`src/hdl/mipsPkg.sv`:
```
package mipsPkg;

  // ====================
  // sizes
  // ====================

  // datapath width
  localparam int WORD_W = 32;
  // register file depth
  localparam int REG_COUNT = 32;
  // data memory depth in words
  localparam int DATA_WORDS = 128;
  // jal destination register
  localparam int LINK_REG = 31;
  // fetch address out of reset
  localparam logic [WORD_W-1:0] RESET_PC = '0;

  // ====================
  // basic types
  // ====================

  typedef logic [WORD_W-1:0] word_t;
  typedef logic [$clog2(REG_COUNT)-1:0] regIdx_t;
  // word address into data memory, address bits 8..2
  typedef logic [$clog2(DATA_WORDS)-1:0] dataAddr_t;

  // ====================
  // instruction fields
  // ====================

  // primary opcode, inst[31:26]
  typedef enum logic [5:0] {
    OP_RTYPE = 6'h00,
    OP_J     = 6'h02,
    OP_JAL   = 6'h03,
    OP_BEQ   = 6'h04,
    OP_LW    = 6'h23,
    OP_SW    = 6'h2b
  } opcode_e;

  // funct field of r-type, inst[5:0]
  typedef enum logic [5:0] {
    FN_JR  = 6'h08,
    FN_ADD = 6'h20,
    FN_SUB = 6'h22,
    FN_AND = 6'h24,
    FN_OR  = 6'h25,
    FN_SLT = 6'h2a
  } funct_e;

  // alu operation, merged from main control and alu control
  typedef enum logic [2:0] {
    ALU_ADD = 3'd0,
    ALU_SUB = 3'd1,
    ALU_AND = 3'd2,
    ALU_OR  = 3'd3,
    ALU_SLT = 3'd4
  } aluOp_e;

endpackage
```
`src/hdl/ctrlIf.sv`:
```
interface ctrlIf import mipsPkg::*; ();

  // write index from rd instead of rt
  logic   regDst;
  // second alu operand is the immediate
  logic   aluSrc;
  // writeback from data memory
  logic   memToReg;
  logic   regWrite;
  logic   memWrite;
  // beq
  logic   branch;
  // j / jal
  logic   jump;
  // jal, write pc+4 to r31
  logic   link;
  // jr
  logic   jumpReg;
  aluOp_e aluOp;

  // decoder drives everything
  modport dec (
    output regDst, aluSrc, memToReg, regWrite, memWrite,
    output branch, jump, link, jumpReg, aluOp
  );

  // execute side
  modport exe (input aluSrc, aluOp, memToReg, memWrite, branch, link, regDst);

  // next-pc side
  modport pc (input jump, jumpReg);

endinterface

```
`src/hdl/mipsCore.sv`:
```
module mipsCore import mipsPkg::*; (
  input  logic      clk,
  input  logic      rst,
  output word_t     instAddr,
  input  word_t     inst,
  output dataAddr_t dataAddr,
  output word_t     dataWdata,
  output logic      dataWe,
  input  word_t     dataRdata,
  output logic      wbEn,
  output regIdx_t   wbAddr,
  output word_t     wbData
);

  // decoded control levels
  ctrlIf ctrlBus ();

  // register read data
  word_t rsData;
  word_t rtData;
  logic  branchTaken;
  // return address for jal
  word_t pcPlus4;

  // ====================
  // decode
  // ====================

  instDecoder uDecoder (
    .rst  (rst),
    .inst (inst),
    .ctrl (ctrlBus.dec)
  );

  // ====================
  // registers
  // ====================

  // rs and rt come straight from the instruction word
  regFile uRegFile (
    .clk      (clk),
    .rst      (rst),
    .regWrite (ctrlBus.regWrite),
    .rsIdx    (inst[25:21]),
    .rtIdx    (inst[20:16]),
    .wrIdx    (wbAddr),
    .wrData   (wbData),
    .rsData   (rsData),
    .rtData   (rtData)
  );

  // ====================
  // execute
  // ====================

  execUnit uExec (
    .inst        (inst),
    .ctrl        (ctrlBus.exe),
    .rsData      (rsData),
    .rtData      (rtData),
    .pcPlus4     (pcPlus4),
    .dataRdata   (dataRdata),
    .dataAddr    (dataAddr),
    .dataWdata   (dataWdata),
    .dataWe      (dataWe),
    .branchTaken (branchTaken),
    .wrIdx       (wbAddr),
    .wrData      (wbData)
  );

  // ====================
  // fetch
  // ====================

  // rs value doubles as the jr target
  pcUnit uPc (
    .clk         (clk),
    .rst         (rst),
    .inst        (inst),
    .ctrl        (ctrlBus.pc),
    .branchTaken (branchTaken),
    .jrTarget    (rsData),
    .pc          (instAddr),
    .pcPlus4     (pcPlus4)
  );

  // observation of the register write port
  assign wbEn = ctrlBus.regWrite;

endmodule

```
`src/hdl/pcUnit.sv`:
```
module pcUnit import mipsPkg::*; (
  input  logic  clk,
  input  logic  rst,
  input  word_t inst,
  ctrlIf.pc     ctrl,
  input  logic  branchTaken,
  input  word_t jrTarget,
  output word_t pc,
  output word_t pcPlus4
);

  word_t pcReg;
  word_t pcNext;
  // pc-relative branch destination
  word_t branchTarget;
  // pseudo-direct jump destination
  word_t jumpTarget;

  // ====================
  // target formation
  // ====================

  assign pcPlus4 = pcReg + 32'd4;
  // offset is in words, sign-extend then shift by 2
  assign branchTarget = pcPlus4 + {{14{inst[15]}}, inst[15:0], 2'b00};
  // keep the 256 MB region of pc+4
  assign jumpTarget = {pcPlus4[31:28], inst[25:0], 2'b00};

  // jr over j/jal over beq over sequential
  always_comb begin
    if (ctrl.jumpReg) begin
      pcNext = jrTarget;
    end else if (ctrl.jump) begin
      pcNext = jumpTarget;
    end else if (branchTaken) begin
      pcNext = branchTarget;
    end else begin
      pcNext = pcPlus4;
    end
  end

  // ====================
  // pc register
  // ====================

  always_ff @(posedge clk or negedge rst) begin
    if (!rst) begin
      pcReg <= RESET_PC;
    end else begin
      pcReg <= pcNext;
    end
  end

  assign pc = pcReg;

endmodule

```
`src/hdl/execUnit.sv`:
```
module execUnit import mipsPkg::*; (
  input  word_t     inst,
  ctrlIf.exe        ctrl,
  input  word_t     rsData,
  input  word_t     rtData,
  input  word_t     pcPlus4,
  input  word_t     dataRdata,
  output dataAddr_t dataAddr,
  output word_t     dataWdata,
  output logic      dataWe,
  output logic      branchTaken,
  output regIdx_t   wrIdx,
  output word_t     wrData
);

  // sign-extended 16-bit immediate
  word_t immExt;
  // second alu operand
  word_t aluB;
  word_t aluResult;
  logic  aluZero;

  // ====================
  // operand select
  // ====================

  assign immExt = {{16{inst[15]}}, inst[15:0]};
  // lw/sw take the offset, everything else rt
  assign aluB = ctrl.aluSrc ? immExt : rtData;

  // ====================
  // alu
  // ====================

  always_comb begin
    case (ctrl.aluOp)
      ALU_ADD: aluResult = rsData + aluB;
      ALU_SUB: aluResult = rsData - aluB;
      ALU_AND: aluResult = rsData & aluB;
      ALU_OR:  aluResult = rsData | aluB;
      // signed compare
      ALU_SLT: aluResult = word_t'($signed(rsData) < $signed(aluB));
      default: aluResult = rsData + aluB;
    endcase
  end

  assign aluZero = (aluResult == '0);

  // beq taken when rs - rt is zero
  assign branchTaken = ctrl.branch & aluZero;

  // ====================
  // data memory
  // ====================

  // word address, byte offset dropped
  assign dataAddr = aluResult[8:2];
  // sw stores rt
  assign dataWdata = rtData;
  assign dataWe = ctrl.memWrite;

  // ====================
  // writeback
  // ====================

  // r31 for jal, rd for r-type, else rt
  assign wrIdx = ctrl.link   ? regIdx_t'(LINK_REG) :
                 ctrl.regDst ? inst[15:11] :
                               inst[20:16];

  // return address, load data or alu result
  assign wrData = ctrl.link     ? pcPlus4 :
                  ctrl.memToReg ? dataRdata :
                                  aluResult;

endmodule

```
`src/hdl/regFile.sv`:
```
module regFile import mipsPkg::*; (
  input  logic    clk,
  input  logic    rst,
  input  logic    regWrite,
  input  regIdx_t rsIdx,
  input  regIdx_t rtIdx,
  input  regIdx_t wrIdx,
  input  word_t   wrData,
  output word_t   rsData,
  output word_t   rtData
);

  // general purpose registers
  word_t regs [REG_COUNT];

  // ====================
  // write port
  // ====================

  // async clear, writes on the rising edge
  always_ff @(posedge clk or negedge rst) begin
    if (!rst) begin
      for (int i = 0; i < REG_COUNT; i++) begin
        regs[i] <= '0;
      end
    end else if (regWrite && (wrIdx != '0)) begin
      // r0 is hardwired, drop writes to it
      regs[wrIdx] <= wrData;
    end
  end

  // ====================
  // read ports
  // ====================

  // combinational, r0 reads as zero
  assign rsData = (rsIdx == '0) ? '0 : regs[rsIdx];
  assign rtData = (rtIdx == '0) ? '0 : regs[rtIdx];

endmodule

```
`src/hdl/instDecoder.sv`:
```
module instDecoder import mipsPkg::*; (
  input  logic  rst,
  input  word_t inst,
  ctrlIf.dec    ctrl
);

  opcode_e opcode;
  funct_e  funct;
  // write enables before reset gating
  logic    regWriteRaw;
  logic    memWriteRaw;

  // ====================
  // field extraction
  // ====================

  assign opcode = opcode_e'(inst[31:26]);
  // only meaningful for r-type
  assign funct = funct_e'(inst[5:0]);

  // ====================
  // control decode
  // ====================

  always_comb begin
    // defaults are a no-op
    ctrl.regDst   = 1'b0;
    ctrl.aluSrc   = 1'b0;
    ctrl.memToReg = 1'b0;
    ctrl.branch   = 1'b0;
    ctrl.jump     = 1'b0;
    ctrl.link     = 1'b0;
    ctrl.jumpReg  = 1'b0;
    ctrl.aluOp    = ALU_ADD;
    regWriteRaw   = 1'b0;
    memWriteRaw   = 1'b0;
    case (opcode)
      OP_RTYPE: begin
        // rd is the destination for all alu functs
        ctrl.regDst = 1'b1;
        case (funct)
          FN_ADD: begin
            ctrl.aluOp  = ALU_ADD;
            regWriteRaw = 1'b1;
          end
          FN_SUB: begin
            ctrl.aluOp  = ALU_SUB;
            regWriteRaw = 1'b1;
          end
          FN_AND: begin
            ctrl.aluOp  = ALU_AND;
            regWriteRaw = 1'b1;
          end
          FN_OR: begin
            ctrl.aluOp  = ALU_OR;
            regWriteRaw = 1'b1;
          end
          FN_SLT: begin
            ctrl.aluOp  = ALU_SLT;
            regWriteRaw = 1'b1;
          end
          // jr redirects fetch, no writeback
          FN_JR: ctrl.jumpReg = 1'b1;
          // unknown funct falls through as a no-op
          default: ;
        endcase
      end
      OP_LW: begin
        // base + offset
        ctrl.aluSrc   = 1'b1;
        ctrl.memToReg = 1'b1;
        regWriteRaw   = 1'b1;
      end
      OP_SW: begin
        ctrl.aluSrc = 1'b1;
        memWriteRaw = 1'b1;
      end
      OP_BEQ: begin
        // equal when the difference is zero
        ctrl.aluOp  = ALU_SUB;
        ctrl.branch = 1'b1;
      end
      OP_J: ctrl.jump = 1'b1;
      OP_JAL: begin
        ctrl.jump   = 1'b1;
        ctrl.link   = 1'b1;
        regWriteRaw = 1'b1;
      end
      default: ;
    endcase
  end

  // no state changes while reset is held
  assign ctrl.regWrite = regWriteRaw & rst;
  assign ctrl.memWrite = memWriteRaw & rst;

endmodule

```
`config.mk`:
```
export PLATFORM = sky130hd
export DESIGN_NAME = mipsCore
export DESIGN_NICKNAME = d
export VERILOG_FILES = /design/src/hdl/mipsPkg.sv /design/src/hdl/ctrlIf.sv /design/src/hdl/mipsCore.sv /design/src/hdl/pcUnit.sv /design/src/hdl/execUnit.sv /design/src/hdl/regFile.sv /design/src/hdl/instDecoder.sv
export SDC_FILE = /design/constraint.sdc
export NUM_CORES = 2
export LEC_CHECK = 0
export ABC_CLOCK_PERIOD_IN_PS = 6600
export BUFFER_PORTS_ARGS = -buffer_cell sky130_fd_sc_hd__buf_2
export CAP_MARGIN = 5
export CORE_ASPECT_RATIO = 0.7
export CORE_UTILIZATION = 47
export CTS_CLUSTER_SIZE = 14
export DETAILED_ROUTE_END_ITERATION = 6
export GPL_TIMING_DRIVEN = 0
export PLACE_DENSITY_LB_ADDON = 0.1
export SETUP_SLACK_MARGIN = 0.2
export SYNTH_ARGS = -nofsm -noshare
export SYNTH_HDL_FRONTEND = slang
export SYNTH_SLANG_ARGS = --single-unit
```
`constraint.sdc`:
```
create_clock -name clk -period 6.6 [get_ports clk]
set_input_delay 0.66 -clock clk [delete_from_list [all_inputs] [get_ports clk]]
set_output_delay 0.66 -clock clk [all_outputs]
set_load 0.005 [all_outputs]
```
* After elaboration in Yosys (flattened, before gate mapping)
Cells that the tools add are included.
** Storage, ports and cells
- Bits of input ports :: 66
- Latch bits :: 0
- Memory bits (read-only) :: 0
- Bits in writable memories :: 0
- Memories kept :: 0
- Logic and storage cells :: 109
- Bits in registers :: 1056
** Operators by class
- Div/mod/pow operators :: 0
- Reduce and logical (&&, ||, !) cells :: 11
- Add/subtract/negate cells :: 4
- Bitwise gates (word level) :: 8
- Shift-type cells :: 0
- Multiply operators :: 0
- Mux-type cells :: 33
- Equality and inequality tests :: 15
- $lt $le $gt $ge :: 5
** Operator list (number)
- $bwmux 1024 :: 1
- $mux 32 :: 13
- $bmux 32 s5 :: 2
- $demux 32 s5 :: 1
- $pmux 32 s4 :: 1
- $add 32x32->32 :: 2
- $eq 6x6->1 const B :: 7
- $add 32x3->32 const B :: 1
- $and 32x32->32 :: 1
- $logic_not 32->1 :: 1
- $lt 32x32->1 :: 1
- $or 32x32->32 :: 1
- $sub 32x32->32 :: 1
- $ge 6x6->1 const B :: 3
- $not 5->6 :: 3
- $eq 6x2->1 const B :: 2
- $pmux 3 s4 :: 1
- $logic_not 5->1 :: 2
- $mux 1 :: 10
- $mux 5 :: 2
- $eq 3x2->1 const B :: 2
- $eq 6x3->1 const B :: 1
- $eq 6x4->1 const B :: 1
- $logic_not 6->1 :: 1
- 10 further kinds :: 15

* Longest topological paths before layout
- Depth after elaboration :: 13
- Gate-level depth with buffers :: 26
- Depth with buffers taken out :: 21

* Hierarchy
Synthesis repeated with hierarchy kept, for this count alone.
** Second synthesis, totals
- Cell total of the unflattened synthesis :: 5139
- Area, all modules :: 65098.7 um2
** Modules (own cells, without submodules)
- regFile :: area an instance 54369.6 um2, times used 1, cells an instance 3621
- execUnit :: area an instance 6824.0 um2, times used 1, cells an instance 1010
- pcUnit :: area an instance 3704.8 um2, times used 1, cells an instance 475
- instDecoder :: area an instance 200.2 um2, times used 1, cells an instance 33

* Worst setup path before layout
No wires, ideal clock.
- Path type :: input to register
- Start :: input port inst[21]
- End :: register uPc.pcReg[18] (netlist: uPc.pc[18])
- Arrival :: 7.156 ns
- Path slack :: -0.702 ns
- Stages on the path :: 23
- Data required time :: 6.454 ns
- Cells stage by stage :: clkbuf_1 clkbuf_1 buf_1 mux4_2 mux4_2 mux2_2 o21ai_0 inv_1 ha_1 fa_1 a21o_1 a22o_1 a221o_1 a221oi_4 o41ai_2 a41o_1 a221o_1 and2_1 or4_4 nor4_4 buf_6 mux2i_1 o221ai_1
** Between the ends
- Cells in the longest elaborated chain, start to end :: 12
** RTL lines
- from (decl) :: RTL line mipsCore.sv:5 : input word_t inst,
- $not 5->6 (not written as such) :: RTL line regFile.sv:37 : assign rsData = (rsIdx == '0) ? '0 : regs[rsIdx];
- $bmux 32 s5 :: RTL line regFile.sv:37
- $mux 32 (not written as such) (2 in a row) :: RTL line regFile.sv:37
- $mux 32 * :: RTL line regFile.sv:37
- $add 32x32->32 (tied with other cells) :: RTL line execUnit.sv:37, execUnit.sv:43
- $pmux 32 s4 :: RTL line execUnit.sv:36 : case (ctrl.aluOp)
- $logic_not 32->1 :: RTL line execUnit.sv:47 : assign aluZero = (aluResult == '0);
- $and 1x1->1 :: RTL line execUnit.sv:50 : assign branchTaken = ctrl.branch & aluZero;
- $mux 32 :: RTL line pcUnit.sv:35 : end else if (branchTaken) begin
- $mux 32 :: RTL line pcUnit.sv:33 : end else if (ctrl.jump) begin
- $mux 32 * :: RTL line pcUnit.sv:31 : if (ctrl.jumpReg) begin
- named net uPc.pcNext[18] :: RTL line pcUnit.sv:13 : word_t pcNext;
- to (signal assigned) :: RTL line pcUnit.sv:50 : pcReg <= pcNext;
- to (decl) :: RTL line pcUnit.sv:12 : word_t pcReg;
Mark *: on every way through the listed nets, which the timed path passes. The rest lies on a longest branch. The select of a mux whose other input is x is not followed.
A chain may end at the register's enable or synchronous reset.

* Worst setup path in the final report
- Start :: input port inst[16]
- End :: output port wbData[31]
** Between the ends
- Cells in the longest elaborated chain, start to end :: 10
** RTL lines
- $not 5->6 (not written as such) :: RTL line regFile.sv:38 : assign rtData = (rtIdx == '0) ? '0 : regs[rtIdx];
- $bmux 32 s5 :: RTL line regFile.sv:38
- $mux 32 (not written as such) (2 in a row) :: RTL line regFile.sv:38
- $mux 32 * :: RTL line regFile.sv:38
- $mux 32 * :: RTL line execUnit.sv:29 : assign aluB = ctrl.aluSrc ? immExt : rtData;
- $add 32x32->32 (tied with other cells) :: RTL line execUnit.sv:37, execUnit.sv:43
- $pmux 32 s4 * :: RTL line execUnit.sv:36
- $mux 32 * :: RTL line execUnit.sv:73 : ctrl.memToReg ? dataRdata :
- $mux 32 * :: RTL line execUnit.sv:72 : assign wrData = ctrl.link ? pcPlus4 :
- to (decl) :: RTL line mipsCore.sv:12 : output word_t wbData
Every way passes the cells marked *; elsewhere a longest branch is shown, timed or not. The select of a mux whose other input is x is not followed.

==> reports/qor.txt <==
Most frequent cell after synthesis = nand2_1
Largest net degree at the start of global routing = 171
Detailed placer's ending HPWL = 221.4 mm
Critical Path End Type = output port
Antenna Nets Post-Route = 0
Setup CP Type = primary input to output port
Layout Nets = 6,583
PD cells = 206.5 nW/um2
Row count = 111
Vias in the first global route = 52,239
Clock Tree Root = clkbuf_16
Register area = 26,430 um2
Crit. Startpoint = inst[16]
Reg2reg end = uPc.pc[24]
Status = finished with violations
Pwr Total = 15.61 mW
Dominant cell type by area after synthesis = dfrtp_1
Relative slew slack = -4.408%
Remaining DRCs = 24
R2R depth = 26
Top post-synthesis cells by area = dfrtp_1 (42%), mux4_2 (23%), o21ai_0 (8.5%), nand2_1 (6.6%), clkbuf_1 (2.8%)
Filler cells = 11,337
Post-synth top cells = nand2_1 (1,098), o21ai_0 (1,059), dfrtp_1 (1,056)
Clk Latency, worst-skew pair = 0.74 ns
Unrepaired setup endpoints after global routing = yes
Starting Density = 47.44%
Final setup TNS = -18.64 ns
Final Max Tran Viols = 11
Multi-input logic area = 35,350 um2
Routed WL per cell = 35.39 um
Initial antenna violation count = 9
Num Clock Sinks = 1,056
Number of synthesized flops with an enable pin = 0
Tot GR Track Use = 42.99%
Finished Layout Cells = 8,209
Max Clk Rate = 0.1354 GHz
Setup ws final = -0.7857 ns
Share of post-route cells with drive strength above 1 = 28.63%
Period minus WS final = 7.386 ns
Maximum VDD drop = 0.2109 mV
Top FF cell, synth = dfrtp_1
Final std cell area, no fill = 75,590 um2
Ys Warns = 0
Syn Nets = 6,056
Clock Skews = 0.03756 ns
Dpl cells = 7,778
Synth Instances = 5,846
Starting DRT DRC Count = 8,347
Worst Tran Pin Value = 1.566 ns
Setup crit start kind = primary input
Static Leak = 32.55 nW
Worst-path clk slew = 0.07 ns
Flops & latches, synth = 1,056
Hold Fails Final Rpt = 0
Mean Syn Cell Area = 10.64 um2
I/O Pins = 176
Routability cong. = 1.014
Crit path top cell by count = clkbuf_16
CP endpoint = wbData[31]
H-tree level count = 3
Grt total ovfl = 0
Register area share after synthesis = 42.49%
Max-cap viol count = 1
Area Overhead vs Synth = 21.53%
Total Wirelength = 290.6 mm
CP Data Required Time = 5.94 ns
Crit-path slowest cell = mux4_2
Failing checks = DRC, capacitance limit, slew limit, setup timing
Largest stage delay, worst path = 0.57 ns
Crit Reg-Reg Startpoint = uRegFile.regs[544]
Drt first pass iters = 7
Die area = 133,800 um2
Core ar. = 131,100 um2
Hold crit path type = primary input to flop
Netlist cell types = 87
Finish-stage setup viols = 51
Placed instance area = 65,860 um2
Final Cycle Share = 111.9%
WP data arrival = 6.73 ns
Die Ht = 306.4 um
CTS tree = yes
CP Max Fanout = 9
Cts bufs inserted = 103
Vias = 56,013
Share of flip-flops with an asynchronous set or reset = 100.0%
IO buf count = 168
Area share of the leading cell type in the synthesized netlist = 42.49%
Global-route wire length before repair = 401.7 mm
Reg2reg setup slack = -0.28 ns
Mapped cell area = 62,200 um2
Via density = 6.823
Clock tree buffer depth = 3
Die span in x = 436.8 um
==> how the worst min path moves through the flow <==
| stage | from | end | depth (start not counted) |
|---|---|---|---|
| final | inst[8] | uPc.pc[10] | 3 |
| after CTS | inst[6] | uPc.pc[8] | 3 |
| after detailed placement | uRegFile.regs[1012] | uRegFile.regs[1012] | 1 |
| after global routing | inst[8] | uPc.pc[10] | 3 |
| after global placement | uRegFile.regs[998] | uRegFile.regs[998] | 1 |
| after floorplan | rst | uPc.pc[0] | 0 |
==> logic make-up (layout without fill, tap and decap cells) <==
kind of cell | after synthesis | in the layout | share of synthesized area [%]
simple gates | 1595 | 1595 | 10.60
compound gates | 1529 | 1529 | 13.71
flops | 1056 | 1056 | 42.49
mux | 758 | 758 | 25.14
buf+inv | 705 | 1313 | 4.311
fa+ha+maj | 144 | 144 | 2.933
xor+xnor | 59 | 59 | 0.8308
other cells | 0 | 4 | 0
==> sequential cells by signal (all words and copies together), names as in the netlist <==
register and cells:
uRegFile.regs 1024, uPc.pc 32
==> worst max-delay path, delay by kind of cell <==
kind            cells  cell delay [ns]
compound gates      9             1.96
fa+ha+maj           1             0.27
buf+inv            11             1.69
mux                 3             1.33
simple gates        3             0.76
==> power breakdown <==
part | internal, mW | total, mW | switching, mW
Clock | 3.30 | 6.10 | 2.80
Combinational | 1.04 | 2.79 | 1.75
Sequential | 6.57 | 6.71 | 0.143
Total | 10.9 | 15.6 | 4.69
==> cell type report <==
type / instances / share of cell area, %
clock inverters: 41 / 0.5181
repair buffers: 422 / 4.711
inverters: 156 / 0.8343
flip-flops and latches: 1056 / 34.96
multi-input cells: 4085 / 46.77
well taps: 1751 / 2.898
diodes: 4 / 0.01324
plain buffers: 549 / 5.413
clock buffers: 145 / 3.885
==> cell usage in the layout (no fill, tap or decap), types with 52 or more instances in the layout <==
cell,count
a21oi_1,150
buf_2,170
buf_4,191
buf_6,58
clkbuf_1,331
clkbuf_16,132
clkbuf_2,52
clkbuf_8,61
dfrtp_1,1056
ha_1,121
inv_1,132
mux2i_1,54
mux4_2,640
nand2_1,1088
nor2_1,224
o21ai_0,991
==> what timing repair did <==
item / CTS / global route
buffers inserted: 135 / 90
setup endpoints to repair: 1061 / 209
pin swaps: 88 / 83
cloned: 7 / 4
hold buffers: 1 / 0
endpoints found under the hold margin: 96 / 0
resized for setup: 874 / 275
==> metrics by stage <==
step                      utilization, %  hold slack, ns  setup slack [ns]
after CTS                          56.34          0.2124           -0.6015
after global placement             49.99          0.4545            -19.08
after global routing               57.65          0.2524           -0.7384
after detailed placement           50.24          0.4636            -4.969
after floorplan                        -          0.3644            0.1946
final                              57.65          0.2493           -0.7857
==> per-layer routing <==
layer	vias to the layer above	share of wire (%)	track usage, %	routed length (um)
met5	-	0.014	0	41
met4	6	4.5	16.36	12930
met3	595	15	18.30	44130
met2	3942	39	55.60	113800
met1	29023	41	63.15	119700
li1	22447	-	-	-
Power figures use the tool's default switching activity.
